File: src/design/axi_read_pkg.sv
//****************************************************************************
// Read crossbar shared definitions
// Bus widths, region decode position, response codes and route targets
//****************************************************************************
`default_nettype none

package axi_read_pkg;

    // Bus widths
    localparam int ADDR_W = 32;
    localparam int DATA_W = 32;
    localparam int ID_W   = 4;
    localparam int LEN_W  = 4;

    // Master index sits above the master's own ID on the slave side
    localparam int MTAG_W = 2;
    localparam int SID_W  = ID_W + MTAG_W;

    // External slaves, one per address region starting at region 0
    localparam int N_SLAVES = 3;

    // Region nibble is the top of the address
    localparam int REGION_LSB = 28;

    // Read response codes
    typedef logic [1:0] resp_t;

    localparam resp_t RESP_OKAY   = 2'd0;
    localparam resp_t RESP_DECERR = 2'd3;

    // Route target, 0 to N_SLAVES-1 are external slaves
    typedef logic [1:0] slave_sel_t;

    localparam slave_sel_t DEFAULT_SLAVE = 2'd3;

endpackage

`default_nettype wire

File: src/design/axi_read_chan_if.sv
//****************************************************************************
// Read-address and read-data channel bundles for the crossbar
// Both use a valid/ready handshake, payload held until transfer
//****************************************************************************
`timescale 1ns/1ns
`default_nettype none

interface ar_chan_if;
    import axi_read_pkg::*;

    logic              valid;
    logic              ready;
    logic [ADDR_W-1:0] addr;
    logic [SID_W-1:0]  id;
    logic [LEN_W-1:0]  len;

    modport src (output valid, addr, id, len, input ready);
    modport dst (input valid, addr, id, len, output ready);

endinterface

interface r_chan_if;
    import axi_read_pkg::*;

    logic              valid;
    logic              ready;
    logic [DATA_W-1:0] data;
    logic [SID_W-1:0]  id;
    resp_t             resp;
    logic              last;

    // Slave side sources the beats
    modport src (output valid, data, id, resp, last, input ready);
    modport dst (input valid, data, id, resp, last, output ready);

endinterface

`default_nettype wire

File: src/design/axi_read_xbar.sv
//****************************************************************************
// Read-only AXI crossbar, N masters to three slaves plus a default slave
// One burst open at a time, round-robin between masters
//****************************************************************************
`timescale 1ns/1ns
`default_nettype none

module axi_read_xbar #(
    parameter int N_MASTERS = 3
) (
    input  wire logic                                  clk,
    input  wire logic                                  rst,
    // Master ports
    input  wire logic [N_MASTERS-1:0]                  m_ar_valid,
    output logic      [N_MASTERS-1:0]                  m_ar_ready,
    input  wire logic [axi_read_pkg::ADDR_W-1:0]       m_ar_addr [N_MASTERS],
    input  wire logic [axi_read_pkg::ID_W-1:0]         m_ar_id [N_MASTERS],
    input  wire logic [axi_read_pkg::LEN_W-1:0]        m_ar_len [N_MASTERS],
    output logic      [N_MASTERS-1:0]                  m_r_valid,
    input  wire logic [N_MASTERS-1:0]                  m_r_ready,
    output logic      [axi_read_pkg::DATA_W-1:0]       m_r_data [N_MASTERS],
    output logic      [axi_read_pkg::ID_W-1:0]         m_r_id [N_MASTERS],
    output axi_read_pkg::resp_t                        m_r_resp [N_MASTERS],
    output logic      [N_MASTERS-1:0]                  m_r_last,
    // Slave ports
    output logic      [axi_read_pkg::N_SLAVES-1:0]     s_ar_valid,
    input  wire logic [axi_read_pkg::N_SLAVES-1:0]     s_ar_ready,
    output logic      [axi_read_pkg::ADDR_W-1:0]       s_ar_addr [axi_read_pkg::N_SLAVES],
    output logic      [axi_read_pkg::SID_W-1:0]        s_ar_id [axi_read_pkg::N_SLAVES],
    output logic      [axi_read_pkg::LEN_W-1:0]        s_ar_len [axi_read_pkg::N_SLAVES],
    input  wire logic [axi_read_pkg::N_SLAVES-1:0]     s_r_valid,
    output logic      [axi_read_pkg::N_SLAVES-1:0]     s_r_ready,
    input  wire logic [axi_read_pkg::DATA_W-1:0]       s_r_data [axi_read_pkg::N_SLAVES],
    input  wire logic [axi_read_pkg::SID_W-1:0]        s_r_id [axi_read_pkg::N_SLAVES],
    input  wire axi_read_pkg::resp_t                   s_r_resp [axi_read_pkg::N_SLAVES],
    input  wire logic [axi_read_pkg::N_SLAVES-1:0]     s_r_last
);

    // Arbiter to decoder, and decoder to default slave
    ar_chan_if xbar_ar ();
    r_chan_if  xbar_r ();
    ar_chan_if dflt_ar ();
    r_chan_if  dflt_r ();

    logic txn_done;

    master_port_arbiter #(
        .N_MASTERS (N_MASTERS)
    ) u_arbiter (
        .clk        (clk),
        .rst        (rst),
        .m_ar_valid (m_ar_valid),
        .m_ar_ready (m_ar_ready),
        .m_ar_addr  (m_ar_addr),
        .m_ar_id    (m_ar_id),
        .m_ar_len   (m_ar_len),
        .m_r_valid  (m_r_valid),
        .m_r_ready  (m_r_ready),
        .m_r_data   (m_r_data),
        .m_r_id     (m_r_id),
        .m_r_resp   (m_r_resp),
        .m_r_last   (m_r_last),
        .txn_done   (txn_done),
        .req        (xbar_ar.src),
        .rsp        (xbar_r.dst)
    );

    slave_route_decoder u_decoder (
        .clk        (clk),
        .rst        (rst),
        .s_ar_valid (s_ar_valid),
        .s_ar_ready (s_ar_ready),
        .s_ar_addr  (s_ar_addr),
        .s_ar_id    (s_ar_id),
        .s_ar_len   (s_ar_len),
        .s_r_valid  (s_r_valid),
        .s_r_ready  (s_r_ready),
        .s_r_data   (s_r_data),
        .s_r_id     (s_r_id),
        .s_r_resp   (s_r_resp),
        .s_r_last   (s_r_last),
        .txn_done   (txn_done),
        .req        (xbar_ar.dst),
        .rsp        (xbar_r.src),
        .dflt_req   (dflt_ar.src),
        .dflt_rsp   (dflt_r.dst)
    );

    decerr_responder u_default_slave (
        .clk (clk),
        .rst (rst),
        .req (dflt_ar.dst),
        .rsp (dflt_r.src)
    );

endmodule

`default_nettype wire

File: src/design/decerr_responder.sv
//****************************************************************************
// Default slave for unmapped regions
// Returns a full burst of zero data with a decode-error response
//****************************************************************************
`timescale 1ns/1ns
`default_nettype none

module decerr_responder (
    input  wire logic clk,
    input  wire logic rst,
    ar_chan_if.dst    req,
    r_chan_if.src     rsp
);
    import axi_read_pkg::*;

    logic             busy;
    logic [LEN_W-1:0] beats_left;
    logic [SID_W-1:0] id_q;

    // Accepts a new request only when no burst is pending
    assign req.ready = !busy;

    assign rsp.valid = busy;
    assign rsp.data  = '0;
    assign rsp.id    = id_q;
    assign rsp.resp  = RESP_DECERR;
    assign rsp.last  = (beats_left == '0);

    always_ff @(posedge clk or posedge rst)
    begin
        if (rst)
        begin
            busy       <= 1'b0;
            beats_left <= '0;
        end
        else if (!busy)
        begin
            if (req.valid)
            begin
                busy       <= 1'b1;
                beats_left <= req.len;
            end
        end
        else if (rsp.ready)
        begin
            // One beat gone per transfer
            if (rsp.last)
            begin
                busy <= 1'b0;
            end
            else
            begin
                beats_left <= beats_left - 1'b1;
            end
        end
    end

    always_ff @(posedge clk)
    begin
        if (!busy && req.valid)
        begin
            id_q <= req.id;
        end
    end

    // Decoder keeps new requests away until the burst is over
    no_req_while_busy: assert property (@(posedge clk) disable iff (rst)
        busy |-> !req.valid);

endmodule

`default_nettype wire

File: src/design/master_port_arbiter.sv
//****************************************************************************
// Master-side round-robin arbiter of the read crossbar
// Locks one master per burst, tags its ID and returns its read data
//****************************************************************************
`timescale 1ns/1ns
`default_nettype none

module master_port_arbiter #(
    parameter int N_MASTERS = 3
) (
    input  wire logic                              clk,
    input  wire logic                              rst,
    input  wire logic [N_MASTERS-1:0]              m_ar_valid,
    output logic      [N_MASTERS-1:0]              m_ar_ready,
    input  wire logic [axi_read_pkg::ADDR_W-1:0]   m_ar_addr [N_MASTERS],
    input  wire logic [axi_read_pkg::ID_W-1:0]     m_ar_id [N_MASTERS],
    input  wire logic [axi_read_pkg::LEN_W-1:0]    m_ar_len [N_MASTERS],
    output logic      [N_MASTERS-1:0]              m_r_valid,
    input  wire logic [N_MASTERS-1:0]              m_r_ready,
    output logic      [axi_read_pkg::DATA_W-1:0]   m_r_data [N_MASTERS],
    output logic      [axi_read_pkg::ID_W-1:0]     m_r_id [N_MASTERS],
    output axi_read_pkg::resp_t                    m_r_resp [N_MASTERS],
    output logic      [N_MASTERS-1:0]              m_r_last,
    input  wire logic                              txn_done,
    ar_chan_if.src                                 req,
    r_chan_if.dst                                  rsp
);
    import axi_read_pkg::*;

    logic              grant_valid;
    // Current grant, kept after release as the round-robin pointer
    logic [MTAG_W-1:0] grant_idx;
    logic              pick_found;
    logic [MTAG_W-1:0] pick_idx;
    logic [N_MASTERS-1:0] grant_hit;

    // Search starts one past the last granted master
    always_comb
    begin
        int cand;
        pick_found = 1'b0;
        pick_idx   = grant_idx;
        for (int i = 1; i <= N_MASTERS; i++)
        begin
            cand = (int'(grant_idx) + i) % N_MASTERS;
            if (!pick_found && m_ar_valid[cand])
            begin
                pick_found = 1'b1;
                pick_idx   = MTAG_W'(cand);
            end
        end
    end

    // Grant is released on txn_done and may be re-granted on the same edge
    always_ff @(posedge clk or posedge rst)
    begin
        if (rst)
        begin
            grant_valid <= 1'b0;
            grant_idx   <= MTAG_W'(N_MASTERS - 1);
        end
        else if (!grant_valid || txn_done)
        begin
            grant_valid <= pick_found;
            if (pick_found)
            begin
                grant_idx <= pick_idx;
            end
        end
    end

    always_comb
    begin
        for (int i = 0; i < N_MASTERS; i++)
        begin
            grant_hit[i] = grant_valid && (grant_idx == MTAG_W'(i));
        end
    end

    // Granted request with its master index prepended to the ID
    always_comb
    begin
        req.valid = grant_valid && m_ar_valid[grant_idx];
        req.addr  = m_ar_addr[grant_idx];
        req.id    = {grant_idx, m_ar_id[grant_idx]};
        req.len   = m_ar_len[grant_idx];
        rsp.ready = grant_valid && m_r_ready[grant_idx];
    end

    // Handshakes only reach the granted master, payload is shared
    always_comb
    begin
        for (int i = 0; i < N_MASTERS; i++)
        begin
            m_ar_ready[i] = grant_hit[i] && req.ready;
            m_r_valid[i]  = grant_hit[i] && rsp.valid;
            m_r_data[i]   = rsp.data;
            m_r_id[i]     = rsp.id[ID_W-1:0];
            m_r_resp[i]   = rsp.resp;
            m_r_last[i]   = rsp.last;
        end
    end

    // Burst end only while a master holds the bus
    done_needs_grant: assert property (@(posedge clk) disable iff (rst)
        txn_done |-> grant_valid);

    // Returned tag names the master the burst was issued for
    tag_matches_grant: assert property (@(posedge clk) disable iff (rst)
        rsp.valid |-> grant_valid && (rsp.id[SID_W-1 -: MTAG_W] == grant_idx));

endmodule

`default_nettype wire

File: src/design/slave_route_decoder.sv
//****************************************************************************
// Slave-side route decoder of the read crossbar
// Maps the region nibble to one target and holds it for the data phase
//****************************************************************************
`timescale 1ns/1ns
`default_nettype none

module slave_route_decoder (
    input  wire logic                                        clk,
    input  wire logic                                        rst,
    output logic      [axi_read_pkg::N_SLAVES-1:0]           s_ar_valid,
    input  wire logic [axi_read_pkg::N_SLAVES-1:0]           s_ar_ready,
    output logic      [axi_read_pkg::ADDR_W-1:0]             s_ar_addr [axi_read_pkg::N_SLAVES],
    output logic      [axi_read_pkg::SID_W-1:0]              s_ar_id [axi_read_pkg::N_SLAVES],
    output logic      [axi_read_pkg::LEN_W-1:0]              s_ar_len [axi_read_pkg::N_SLAVES],
    input  wire logic [axi_read_pkg::N_SLAVES-1:0]           s_r_valid,
    output logic      [axi_read_pkg::N_SLAVES-1:0]           s_r_ready,
    input  wire logic [axi_read_pkg::DATA_W-1:0]             s_r_data [axi_read_pkg::N_SLAVES],
    input  wire logic [axi_read_pkg::SID_W-1:0]              s_r_id [axi_read_pkg::N_SLAVES],
    input  wire axi_read_pkg::resp_t                         s_r_resp [axi_read_pkg::N_SLAVES],
    input  wire logic [axi_read_pkg::N_SLAVES-1:0]           s_r_last,
    output logic                                             txn_done,
    ar_chan_if.dst                                           req,
    r_chan_if.src                                            rsp,
    ar_chan_if.src                                           dflt_req,
    r_chan_if.dst                                            dflt_rsp
);
    import axi_read_pkg::*;

    localparam int REGION_W = ADDR_W - REGION_LSB;

    logic [REGION_W-1:0] region;
    slave_sel_t          addr_sel;
    logic                data_phase;
    slave_sel_t          route_sel;

    // Regions past the external slaves fall to the default slave
    always_comb
    begin
        region = req.addr[ADDR_W-1:REGION_LSB];
        if (region < REGION_W'(N_SLAVES))
        begin
            addr_sel = slave_sel_t'(region);
        end
        else
        begin
            addr_sel = DEFAULT_SLAVE;
        end
    end

    // Address steering, only in address phase
    always_comb
    begin
        for (int s = 0; s < N_SLAVES; s++)
        begin
            s_ar_valid[s] = !data_phase && req.valid && (addr_sel == slave_sel_t'(s));
            s_ar_addr[s]  = req.addr;
            s_ar_id[s]    = req.id;
            s_ar_len[s]   = req.len;
        end
        dflt_req.valid = !data_phase && req.valid && (addr_sel == DEFAULT_SLAVE);
        dflt_req.addr  = req.addr;
        dflt_req.id    = req.id;
        dflt_req.len   = req.len;

        req.ready = 1'b0;
        if (!data_phase)
        begin
            if (addr_sel == DEFAULT_SLAVE)
            begin
                req.ready = dflt_req.ready;
            end
            else
            begin
                req.ready = s_ar_ready[addr_sel];
            end
        end
    end

    // Beats and ready follow the latched target
    always_comb
    begin
        for (int s = 0; s < N_SLAVES; s++)
        begin
            s_r_ready[s] = data_phase && (route_sel == slave_sel_t'(s)) && rsp.ready;
        end
        dflt_rsp.ready = data_phase && (route_sel == DEFAULT_SLAVE) && rsp.ready;

        if (route_sel == DEFAULT_SLAVE)
        begin
            rsp.valid = data_phase && dflt_rsp.valid;
            rsp.data  = dflt_rsp.data;
            rsp.id    = dflt_rsp.id;
            rsp.resp  = dflt_rsp.resp;
            rsp.last  = dflt_rsp.last;
        end
        else
        begin
            rsp.valid = data_phase && s_r_valid[route_sel];
            rsp.data  = s_r_data[route_sel];
            rsp.id    = s_r_id[route_sel];
            rsp.resp  = s_r_resp[route_sel];
            rsp.last  = s_r_last[route_sel];
        end
    end

    assign txn_done = rsp.valid && rsp.ready && rsp.last;

    always_ff @(posedge clk or posedge rst)
    begin
        if (rst)
        begin
            data_phase <= 1'b0;
            route_sel  <= DEFAULT_SLAVE;
        end
        else if (!data_phase && req.valid && req.ready)
        begin
            data_phase <= 1'b1;
            route_sel  <= addr_sel;
        end
        else if (txn_done)
        begin
            data_phase <= 1'b0;
        end
    end

    // An offered address stays up until its slave takes it
    addr_held_until_taken: assert property (@(posedge clk) disable iff (rst)
        (s_ar_valid & ~s_ar_ready) != '0 |=> $stable(s_ar_valid));

endmodule

`default_nettype wire

File: config.mk
export PLATFORM = sky130hd
export DESIGN_NAME = axi_read_xbar
export DESIGN_NICKNAME = d
export VERILOG_FILES = /design/src/design/axi_read_pkg.sv /design/src/design/axi_read_chan_if.sv /design/src/design/axi_read_xbar.sv /design/src/design/decerr_responder.sv /design/src/design/master_port_arbiter.sv /design/src/design/slave_route_decoder.sv
export SDC_FILE = /design/constraint.sdc
export NUM_CORES = 1
export LEC_CHECK = 0
export BUFFER_PORTS_ARGS = -buffer_cell sky130_fd_sc_hd__buf_2
export CAP_MARGIN = 20
export CORE_AREA = 2 2 196 198
export CTS_BUF_LIST = sky130_fd_sc_hd__clkbuf_4 sky130_fd_sc_hd__clkbuf_8 sky130_fd_sc_hd__clkbuf_16
export DETAILED_ROUTE_END_ITERATION = 6
export DIE_AREA = 0 0 198 200
export PLACE_DENSITY = 0.43
export SETUP_SLACK_MARGIN = 0.2
export SYNTH_ARGS = -nofsm -noshare
export SYNTH_HDL_FRONTEND = slang
export SYNTH_SLANG_ARGS = --single-unit
File: constraint.sdc
create_clock -name clk -period 2.5 [get_ports clk]
set_input_delay 0.5 -clock clk [delete_from_list [all_inputs] [get_ports clk]]
set_output_delay 0.5 -clock clk [all_outputs]
set_load 0.02 [all_outputs]
==> metrics.yaml, run 1 <==
status:
  status: "finished with violations"
  violations: "setup timing"
place:
  dp_hpwl_um: 19100
  globalplace.congestion: 0.780
  post_dp_cell_area_um2: 6580
  io_buffers: 505
sta:
  hold_viol_final: 0
  fin_ws_ns: -0.379
  rsz0062_at_grt: "yes"
  clock.fmax_mhz: 347
  setup_viol: 115
  fin_crit_sh_pct: 115
  tightestPinTransition_ns: 0.479
  clock_skew_ns: 0.00181
  final_max_slew_viol_count: 0
  min_period_ns: 2.88
  holdWs_ns: 0.259
  slew_headroom_pct: 68.0
pwr:
  p_leak_uw: 0.00438
  powerDensity_nw_per_um2: 1370
  ir_worst_vdd_mv: 0.485
min_path:
  min_path_type: "primary input to async pin"
critical_path:
  path_class: "flip-flop to output pin"
  crit_fanout: 7
  startpoint: "u_arbiter.grant_idx[1]"
  crit_required_ns: 2.00
  worstSetupEndpointType: "output pin"
  r2r_cells: 12
  crit_path_start_kind: "flip-flop"
  worstReg2RegStart: "u_arbiter.grant_idx[1]"
  cp_data_arrival_time_ns: 2.38
clock_tree:
  clk_pin_slew_ns: 0.05
  clk_latency_ns: 0.25
  cts_root_buffer: "clkbuf_16"
  cts_sinks: 15
  numCtsBuffers: 3
  clk_path_buf_depth: 2
  cts_tree: "built"
  htreeDepth: 1
logic_synthesis:
  synth_area_per_cell_um2: 7.25
  synth_common_cells: "163 x buf_4, 82 x nand2_1, 76 x mux2i_1, 76 x o21ai_0, 18 x clkbuf_1"
  synth_top_area_share_pct: 30.0
  ys.flop_type: "dfrtp_1"
  netlist_area_um2: 4080
  ys_ff_latch: 15
  yosysMostFrequentCell: "buf_4"
  synth_edf_count: 4
  async_reset_ff_share_pct: 73.3
  ys_seq_area_share_pct: 9.77
  synth_cell_types: 52
  ys_warn_count: 0
  yosys.area.top_type: "buf_4"
  syn_inst: 563
  synth_fp_nets: 826
  synthTopCellsByArea: "buf_4 30%, mux2i_1 19%, o21ai_0 9.3%"
final_layout:
  fin_nets: 1246
  fin_area_um2: 9020
  nFillCells: 4079
  area_growth_pct: 121
  post-route-util_pct: 24.1
  drive_gt1_share_pct: 80.1
global_route:
  grt.total_usage_pct: 11.5
  grt_pass1_vias: 5094
  overflow: 0
  antenna_found_initial: 8
  grt_max_degree: 37
  grt_first_pass_wirelength_um: 32300
drt:
  first_pass_iters: 4
  post_drt_via_cell_ratio: 3.68
  finalWirelength_um: 25300
  ant_nets: 0
  wl_per_cell_um: 17.0
  drtIter0Drc: 132
  drc: 0
  num_vias: 5491
floorplan:
  die_w_um: 198
  num_rows: 71
  core_area_um2: 37400
  ios: 512
  initial_core_util_pct: 10.9
  die_y_um: 200
  die_area_um2: 39600
run:
  max_cap_viol_count: 0
## layout make-up
cell class / instances / area, µm² / share of cell area, %
Clock inverter: 1 / 5.00 / 0.0555
Sequential cell: 15 / 400 / 4.44
Multi-Input combinational cell: 338 / 3340 / 37.0
Clock buffer: 3 / 75.1 / 0.832
Tap cell: 511 / 639 / 7.09
Inverter: 15 / 60.1 / 0.666
Timing Repair Buffer: 610 / 4500 / 49.9
Antenna cell: 1 / 2.50 / 0.0277
## kinds of logic (layout without fill, tap and decap cells)
family / count (synthesis) / in the layout / synth area share, %
and+or+nand+nor: 139 / 139 / 15.5
AOI/OAI and AO/OA: 109 / 109 / 15.7
muxes: 84 / 84 / 22.5
DFF: 15 / 15 / 9.77
adders and majority gates: 6 / 6 / 1.84
other: 0 / 1 / 0
buffers and inverters: 210 / 629 / 34.7
## stage by stage
stage,power [µW],setup TNS [ns],setup slack (ns),cells
2_1_floorplan,7110,-1.02,-0.240,563
3_3_place_gp,8640,-0.579,-0.189,1427
5_1_grt,13000,-19.39,-0.456,1494
6_report,12300,-9.10,-0.379,1494
3_5_place_dp,8640,-0.696,-0.202,1427
4_1_cts,11300,-4.13,-0.398,1474
## worst max-delay path, stage by stage, from the launching register on
cell	delay (ns)
dfstp_2	0.63
mux2_4	0.33
mux2i_4	0.17
inv_2	0.05
a211o_1	0.27
nor2b_4	0.13
or2_4	0.24
and3_4	0.18
buf_6	0.12
## power by group
| group | total [µW] | switching, µW | internal [µW] | leakage, µW |
|---|---|---|---|---|
| sequential | 457 | 99.7 | 358 | 0.000161 |
| clock | 328 | 114 | 214 | 0.0000409 |
| combinational | 11500 | 6190 | 5350 | 0.00418 |
| total | 12300 | 6400 | 5930 | 0.00438 |
## cells in the final DEF (no fill, tap or decap), types with 3 or more instances in the layout
| cell type | netlist | layout |
|---|---|---|
| clkbuf_16 | 0 | 3 |
| o21ai_4 | 0 | 22 |
| inv_2 | 2 | 3 |
| mux4_2 | 5 | 5 |
| nor2_1 | 17 | 14 |
| buf_8 | 0 | 4 |
| dfrtp_1 | 8 | 7 |
| mux2i_2 | 0 | 22 |
| and3_1 | 8 | 3 |
| a211oi_2 | 0 | 3 |
| mux2i_1 | 76 | 24 |
| a22o_1 | 3 | 3 |
| buf_16 | 0 | 10 |
| and3_4 | 0 | 4 |
| a21oi_4 | 0 | 3 |
| buf_4 | 163 | 103 |
| buf_6 | 1 | 105 |
| and2_1 | 5 | 3 |
| buf_2 | 9 | 372 |
| o21ai_0 | 76 | 7 |
| edfxtp_1 | 4 | 4 |
| ha_4 | 0 | 4 |
| o21ai_2 | 0 | 46 |
| o2bb2ai_1 | 4 | 4 |
| nor3_1 | 5 | 5 |
| dfstp_2 | 3 | 3 |
| nor2b_4 | 1 | 3 |
| nor2_2 | 0 | 3 |
| nand3_1 | 4 | 3 |
| inv_1 | 13 | 11 |
| buf_12 | 0 | 14 |
| nand2_1 | 82 | 80 |
| mux2i_4 | 1 | 31 |
## path summary, 6_finish.rpt
check                                                 to  slack (ns)
setup / recovery                           m_ar_ready[1]       -0.38
hold / removal                 u_default_slave.rsp.valid        0.26
setup reg to reg                  u_arbiter.grant_idx[0]       -0.01
hold reg to reg            u_default_slave.beats_left[1]        0.51
max in group asynchronous         u_arbiter.grant_idx[0]        1.89
min in group clk                  u_decoder.route_sel[0]        0.50
## repair_timing
action / in CTS / in global routing
endpoints found under the setup margin: 228 / 229
gates cloned: 11 / 0
buffers inserted: 32 / 19
gates resized for setup: 232 / 180
hold buffers: 0 / 0
pin swaps: 22 / 27
## flip-flops by register name, summed over array words and instances, names as in the netlist
signal	cells
u_decoder.data_phase	1
u_decoder.route_sel	2
u_default_slave.rsp.id	4
u_arbiter.grant_valid	1
u_arbiter.grant_idx	2
u_default_slave.rsp.valid	1
u_default_slave.beats_left	4
## metal layers
metal  share of wire (%)  track usage [%]  vias to the layer above
met4                 2.7             3.73                       12
li1                    -                -                     2603
met1                  35             11.7                     2558
met5                0.31                0                        -
met2                  56             23.3                      286
met3                 5.8             2.05                       32
(Power assumes the default switching activity.)
==> inputs of run 2 (changes only) <==
--- a/config.mk
+++ b/config.mk
@@ -12,6 +12,7 @@
 export DETAILED_ROUTE_END_ITERATION = 6
 export DIE_AREA = 0 0 198 200
 export PLACE_DENSITY = 0.43
+export REMOVE_ABC_BUFFERS = 1
 export SETUP_SLACK_MARGIN = 0.2
 export SYNTH_ARGS = -nofsm -noshare
 export SYNTH_HDL_FRONTEND = slang
==> run 2 against run 1 <==
The run still ends with setup timing left; fmax fell by 3.1%; power grew 14%; hold slack worse by 0.0076 ns; sequential cell count is the same; non-clock buffer count increased by 40.
==> metrics.yaml, run 2 (synthesis gave the netlist of run 1 again) <==
pwr:
  ir_worst_vdd_mv: 0.809  # was 0.485 mV
  powerDensity_nw_per_um2: 1380  # was 1370 nW/µm²
  p_leak_uw: 0.00493  # was 0.00438 µW
sta:
  rsz0062_at_grt: "yes"  # unchanged
  slew_headroom_pct: 66.1  # was 68.0%
  fin_crit_sh_pct: 119  # was 115%
  setup_viol: 110  # was 115
  fin_ws_ns: -0.471  # was -0.379 ns
  final_max_slew_viol_count: 0  # unchanged
  hold_viol_final: 0  # unchanged
  tightestPinTransition_ns: 0.504  # was 0.479 ns
  clock_skew_ns: 0.00589  # was 0.00181 ns
  clock.fmax_mhz: 337  # was 347 MHz
  min_period_ns: 2.97  # was 2.88 ns
critical_path:
  cp_data_arrival_time_ns: 2.47  # was 2.38 ns
  worstSetupEndpointType: "output pin"  # unchanged
  cp_common_cell: "buf_6"
  crit_path_start_kind: "flip-flop"  # unchanged
  path_class: "flip-flop to output pin"  # unchanged
  worstReg2RegStart: "u_arbiter.grant_idx[1]"  # unchanged
  crit_cells: 9  # was 8
  rrSetupSlack_ns: -0.06  # was -0.01 ns
  crit_required_ns: 2.00  # about the same
  cp_top_family: "flip-flops"  # unchanged
  crit_fanout: 6  # was 7
  path_buf_inv: 3  # was 2
  r2r-end: "u_default_slave.beats_left[1]"  # was u_arbiter.grant_idx[0]
  slowest_delay_ns: 0.66  # was 0.63 ns
  crit_chain: "buf_6 > mux2i_2 > a2bb2oi_2 > inv_2 > a211o_1 > nor2b_4 > or2_4 > and3_4 > buf_6"  # was mux2_4 > mux2i_4 > inv_2 > a211o_1 > nor2b_4 > or2_4 > and3_4 > buf_6
  cpMaxStageDelayCell: "dfstp_4"  # was dfstp_2
  r2r_cells: 14  # was 12
floorplan:
  num_rows: 71  # unchanged
  core_area_um2: 37400  # unchanged
  die_area_um2: 39600  # unchanged
  die_y_um: 200  # unchanged
  initial_core_util_pct: 10.9  # unchanged
  ios: 512  # unchanged
  die_w_um: 198  # unchanged
global_route:
  grt_max_degree: 38  # was 37
  grt_pass1_vias: 5412  # was 5094
  grt.total_usage_pct: 12.2  # was 11.5%
  grt_first_pass_wirelength_um: 34800  # was 32300 µm
  overflow: 0  # unchanged
  antenna_found_initial: 9  # was 8
clock_tree:
  cts_root_buffer: "clkbuf_16"  # unchanged
  clk_latency_ns: 0.26  # was 0.25 ns
  clk_path_buf_depth: 2  # unchanged
  clk_pin_slew_ns: 0.06  # was 0.05 ns
  htreeDepth: 1  # unchanged
  cts_sinks: 15  # unchanged
  numCtsBuffers: 3  # unchanged
  cts_tree: "built"  # unchanged
place:
  dp_hpwl_um: 19800  # was 19100 µm
  globalplace.congestion: 0.782  # was 0.780
  io_buffers: 505  # unchanged
  place_ws_ns: -0.284  # was -0.202 ns
drt:
  post_drt_via_cell_ratio: 3.81  # was 3.68
  first_pass_iters: 5  # was 4
  finalWirelength_um: 27700  # was 25300 µm
  wl_per_cell_um: 18.0  # was 17.0 µm
  ant_nets: 0  # unchanged
  num_vias: 5857  # was 5491
  drc: 0  # unchanged
  drtIter0Drc: 172  # was 132
min_path:
  min_path_type: "primary input to async pin"  # unchanged
final_layout:
  final_cell_mix: "285 x buf_2, 220 x buf_6, 103 x buf_4"  # was 372 x buf_2, 105 x buf_6, 103 x buf_4
  fin_nets: 1286  # was 1246
  post-route-util_pct: 27.2  # was 24.1%
  multi_input_area_um2: 3390  # was 3340 µm²
  nFillCells: 3950  # was 4079
  area_growth_pct: 149  # was 121%
  final_common_cell: "buf_2"  # unchanged
  drive_gt1_share_pct: 81.2  # was 80.1%
  regArea_um2: 404  # was 400 µm²
run:
  max_cap_viol_count: 0  # unchanged
status:
  status: "finished with violations"  # unchanged
  violations: "setup timing"  # unchanged
[run 2: metal layers]
| layer | global-route usage (%) | vias up | wire [µm] |
|---|---|---|---|
| met3 | 1.44 | 35 | 1860 |
| met1 | 13.3 | 2765 | 9840 |
| met4 | 4.29 | 4 | 706 |
| met5 | 0 | - | 34 |
| li1 | - | 2694 | - |
| met2 | 24.0 | 359 | 15200 |
[run 2: how the worst max path moves through the flow]
| stage | endpoint | slack [ns] | from |
|---|---|---|---|
| 2_1_floorplan | m_ar_ready[0] | -1.74 | u_arbiter.grant_idx[1] |
| 3_3_place_gp | m_ar_ready[2] | -0.28 | u_arbiter.grant_idx[1] |
| 3_5_place_dp | m_ar_ready[1] | -0.28 | u_arbiter.grant_idx[1] |
| 4_1_cts | m_ar_ready[1] | -0.50 | u_arbiter.grant_idx[1] |
| 5_1_grt | m_ar_ready[1] | -0.56 | u_arbiter.grant_idx[1] |
| 6_report | m_ar_ready[1] | -0.47 | u_arbiter.grant_idx[1] |
[run 2: layout make-up]
| type | instances | share of cell area [%] |
|---|---|---|
| timing repair buffer | 650 | 55.0 |
| multi-input combinational | 338 | 33.3 |
| tap | 511 | 6.29 |
| sequential | 15 | 3.98 |
| clock buffer | 3 | 0.739 |
| inverter | 15 | 0.579 |
| antenna | 3 | 0.0739 |
| clock inverter | 1 | 0.0492 |
[run 2: what timing repair did]
| action | in CTS | in global routing |
|---|---|---|
| endpoints found under the setup margin | 249 | 258 |
| gates resized for setup | 484 | 318 |
| pin swaps | 30 | 32 |
| hold buffers | 0 | 0 |
| buffers inserted | 36 | 25 |
| cloned | 13 | 2 |
[run 2: per-stage QoR]
step	std cells	hold slack [ns]	total power (µW)	setup TNS [ns]	cell area (µm²)
detailed placement	1453	0.527	8390	-1.22	6460
CTS	1506	0.278	12000	-8.20	8640
global route	1536	0.304	14700	-19.19	10200
floorplan	368	0.350	4910	-228.61	2720
finish	1536	0.252	14000	-10.70	10200
global placement	1453	0.502	8400	-1.15	6460
[run 2: report_power, final]
group / internal, µW / switching, µW
clock network: 215 / 127
registers: 362 / 95.7
logic: 6560 / 6670
==> inputs of run 3 (changes only) <==
--- a/config.mk
+++ b/config.mk
@@ -7,13 +7,14 @@
 export LEC_CHECK = 0
 export BUFFER_PORTS_ARGS = -buffer_cell sky130_fd_sc_hd__buf_2
 export CAP_MARGIN = 20
-export CORE_AREA = 2 2 196 198
+export CORE_AREA = 2 2 199 201
 export CTS_BUF_LIST = sky130_fd_sc_hd__clkbuf_4 sky130_fd_sc_hd__clkbuf_8 sky130_fd_sc_hd__clkbuf_16
 export DETAILED_ROUTE_END_ITERATION = 6
-export DIE_AREA = 0 0 198 200
-export PLACE_DENSITY = 0.43
+export DIE_AREA = 0 0 201 203
+export PLACE_DENSITY = 0.46
 export REMOVE_ABC_BUFFERS = 1
 export SETUP_SLACK_MARGIN = 0.2
 export SYNTH_ARGS = -nofsm -noshare
 export SYNTH_HDL_FRONTEND = slang
+export SYNTH_HIERARCHICAL = 1
 export SYNTH_SLANG_ARGS = --single-unit
==> run 3 against run 2 <==
The run still ends with setup timing left; critical path depth up 1; sequential power down 43%; register-to-register slack better by 0.09 ns; via count down 8.1%; power down 80%; cell count down 6.0%; sequential share of layout area up 0.45 points; count of clock-buffer cells in the layout unchanged; critical endpoint is now m_ar_ready[0].
==> metrics.yaml, run 3 <==
sta:
  rsz0062_at_grt: "yes"  # unchanged
  fin_crit_sh_pct: 120  # was 119%
  tightestPinTransition_ns: 0.502  # was 0.504 ns
  clock_skew_ns: 0.00180  # was 0.00589 ns
  holdWs_ns: 0.158  # was 0.252 ns
  min_period_ns: 2.99  # was 2.97 ns
  clock.fmax_mhz: 334  # was 337 MHz
  setup_viol: 27  # was 110
  hold_viol_final: 0  # unchanged
  slew_headroom_pct: 66.6  # was 66.1%
  final_max_slew_viol_count: 0  # unchanged
  fin_ws_ns: -0.493  # was -0.471 ns
final_layout:
  drive_gt1_share_pct: 79.2  # was 81.2%
  final_cells: 1444  # was 1536
  final_common_cell: "buf_2"  # unchanged
  area_growth_pct: 76.8  # was 149%
  final_cell_mix: "299 x buf_2, 209 x buf_6, 64 x buf_4"  # was 285 x buf_2, 220 x buf_6, 103 x buf_4
  fin_area_um2: 9120  # was 10200 µm²
  fin_nets: 1186  # was 1286
  nFillCells: 4167  # was 3950
clock_tree:
  postCtsHoldBufs: 0  # unchanged
  clk_path_buf_depth: 2  # unchanged
  cts_tree: "built"  # unchanged
  clk_pin_slew_ns: 0.05  # was 0.06 ns
  htreeDepth: 1  # unchanged
  clk_latency_ns: 0.26  # about the same
  cts_sinks: 15  # unchanged
  numCtsBuffers: 3  # unchanged
  cts_root_buffer: "clkbuf_16"  # unchanged
global_route:
  grt.total_usage_pct: 11.8  # was 12.2%
  antenna_found_initial: 15  # was 9
  grt_pass1_vias: 5138  # was 5412
  grt_max_degree: 30  # was 38
  overflow: 0  # unchanged
  grt_first_pass_wirelength_um: 35100  # was 34800 µm
run:
  max_cap_viol_count: 0  # unchanged
logic_synthesis:
  netlist_area_um2: 5160  # was 4080 µm²
  ys_warn_count: 6  # was 0
  syn_inst: 607  # was 563
  synth_area_per_cell_um2: 8.50  # was 7.25 µm²
floorplan:
  ios: 512  # unchanged
  core_area_um2: 38500  # was 37400 µm²
  die_w_um: 201  # was 198 µm
  die_area_um2: 40800  # was 39600 µm²
  num_rows: 72  # was 71
  die_y_um: 203  # was 200 µm
  initial_core_util_pct: 13.4  # was 10.9%
drt:
  finalWirelength_um: 28200  # was 27700 µm
  drc: 0  # unchanged
  ant_nets: 0  # unchanged
  wl_per_cell_um: 19.5  # was 18.0 µm
  num_vias: 5384  # was 5857
  drtIter0Drc: 194  # was 172
  post_drt_via_cell_ratio: 3.73  # was 3.81
  first_pass_iters: 6  # was 5
critical_path:
  cp_data_arrival_time_ns: 2.49  # was 2.47 ns
  worstSetupEndpointType: "output pin"  # unchanged
  path_class: "flip-flop to output pin"  # unchanged
  rrSetupSlack_ns: 0.03  # was -0.06 ns
  crit_required_ns: 2.00  # about the same
  crit_path_start_kind: "flip-flop"  # unchanged
  crit_fanout: 6  # unchanged
place:
  globalplace.congestion: 0.864  # was 0.782
  post_dp_cell_area_um2: 6550  # was 6460 µm²
  dp_cells: 1394  # was 1453
  dp_hpwl_um: 22500  # was 19800 µm
  io_buffers: 505  # unchanged
min_path:
  min_path_type: "primary input to async pin"  # unchanged
status:
  violations: "setup timing"  # unchanged
  status: "finished with violations"  # unchanged
pwr:
  ir_worst_vdd_mv: 0.172  # was 0.809 mV
  powerDensity_nw_per_um2: 308  # was 1380 nW/µm²
  p_leak_uw: 0.00435  # was 0.00493 µW
==> run 3: changes by cell type in the layout (fill, tap and decap cells not counted), sizes merged, moves of 13 or more <==
cell and delta:
buf -57, conb +34, mux2i -28, mux4 +35
nand2 -31, nor2 -13, o21ai -27
==> run 3: worst paths after layout <==
check | end | cells after the start | startpoint
min | u_decoder/data_phase | 2 | rst
max in group asynchronous | u_arbiter/grant_idx[1] | 2 | rst
max | m_ar_ready[0] | 10 | u_arbiter/grant_idx[1]
max reg2reg | u_default_slave/beats_left[3] | 13 | u_arbiter/grant_idx[1]
min in group clk | u_default_slave/beats_left[1] | 2 | u_default_slave/beats_left[1]
min reg2reg | u_default_slave/beats_left[1] | 2 | u_default_slave/beats_left[1]
==> run 3: layout make-up <==
type	count	area [µm²]	share of cell area [%]
timing repair buffer	595	4820	52.8
clock inverter	1	5.00	0.0549
clock buffer	3	75.1	0.823
sequential	15	404	4.43
multi-input combinational	293	3100	34.0
antenna	4	10.0	0.110
inverter	15	56.3	0.617
tap	518	648	7.10
==> run 3: where the power goes <==
part           switching, µW  internal [µW]
Sequential              4.34            257
Combinational           1170           1050
Clock                    118            215
Total                   1290           1520
==> run 3: critical path, stage by stage (launching register included) <==
cell     delay (ns)
dfstp_2        0.56
buf_12         0.13
buf_4          0.11
nor2b_4        0.05
nand2_1        0.09
o21ai_2        0.10
or4b_4         0.54
a21oi_4        0.15
o31a_2         0.18
and3_1         0.17
buf_4          0.14
==> run 3: metal layers <==
layer  part of all wire, %  up-vias  track usage, %
met5                     0        -               0
met4                   3.6        0            4.58
met3                   6.5       56            1.36
met2                    56      374            23.8
met1                    34     2542            12.3
li1                      -     2412               -
==> run 3: per-stage QoR <==
stage | setup slack [ns] | TNS [ns] | utilization [%] | power [µW]
after floorplan | -2.85 | -257.34 | - | 1080
after global placement | -0.287 | -1.10 | 17.0 | 1850
after detailed placement | -0.303 | -1.34 | 17.0 | 1850
after CTS | -0.460 | -7.72 | 20.3 | 2390
after global routing | -0.566 | -9.63 | 23.7 | 2940
final | -0.493 | -2.80 | 23.7 | 2810
==> run 3: repair_timing <==
action	CTS	global route
endpoints found under the setup margin	232	242
setup buffers	11	22
hold endpoints to repair	0	0
gates cloned	3	6
pin swaps	4	6
resized for setup	302	262
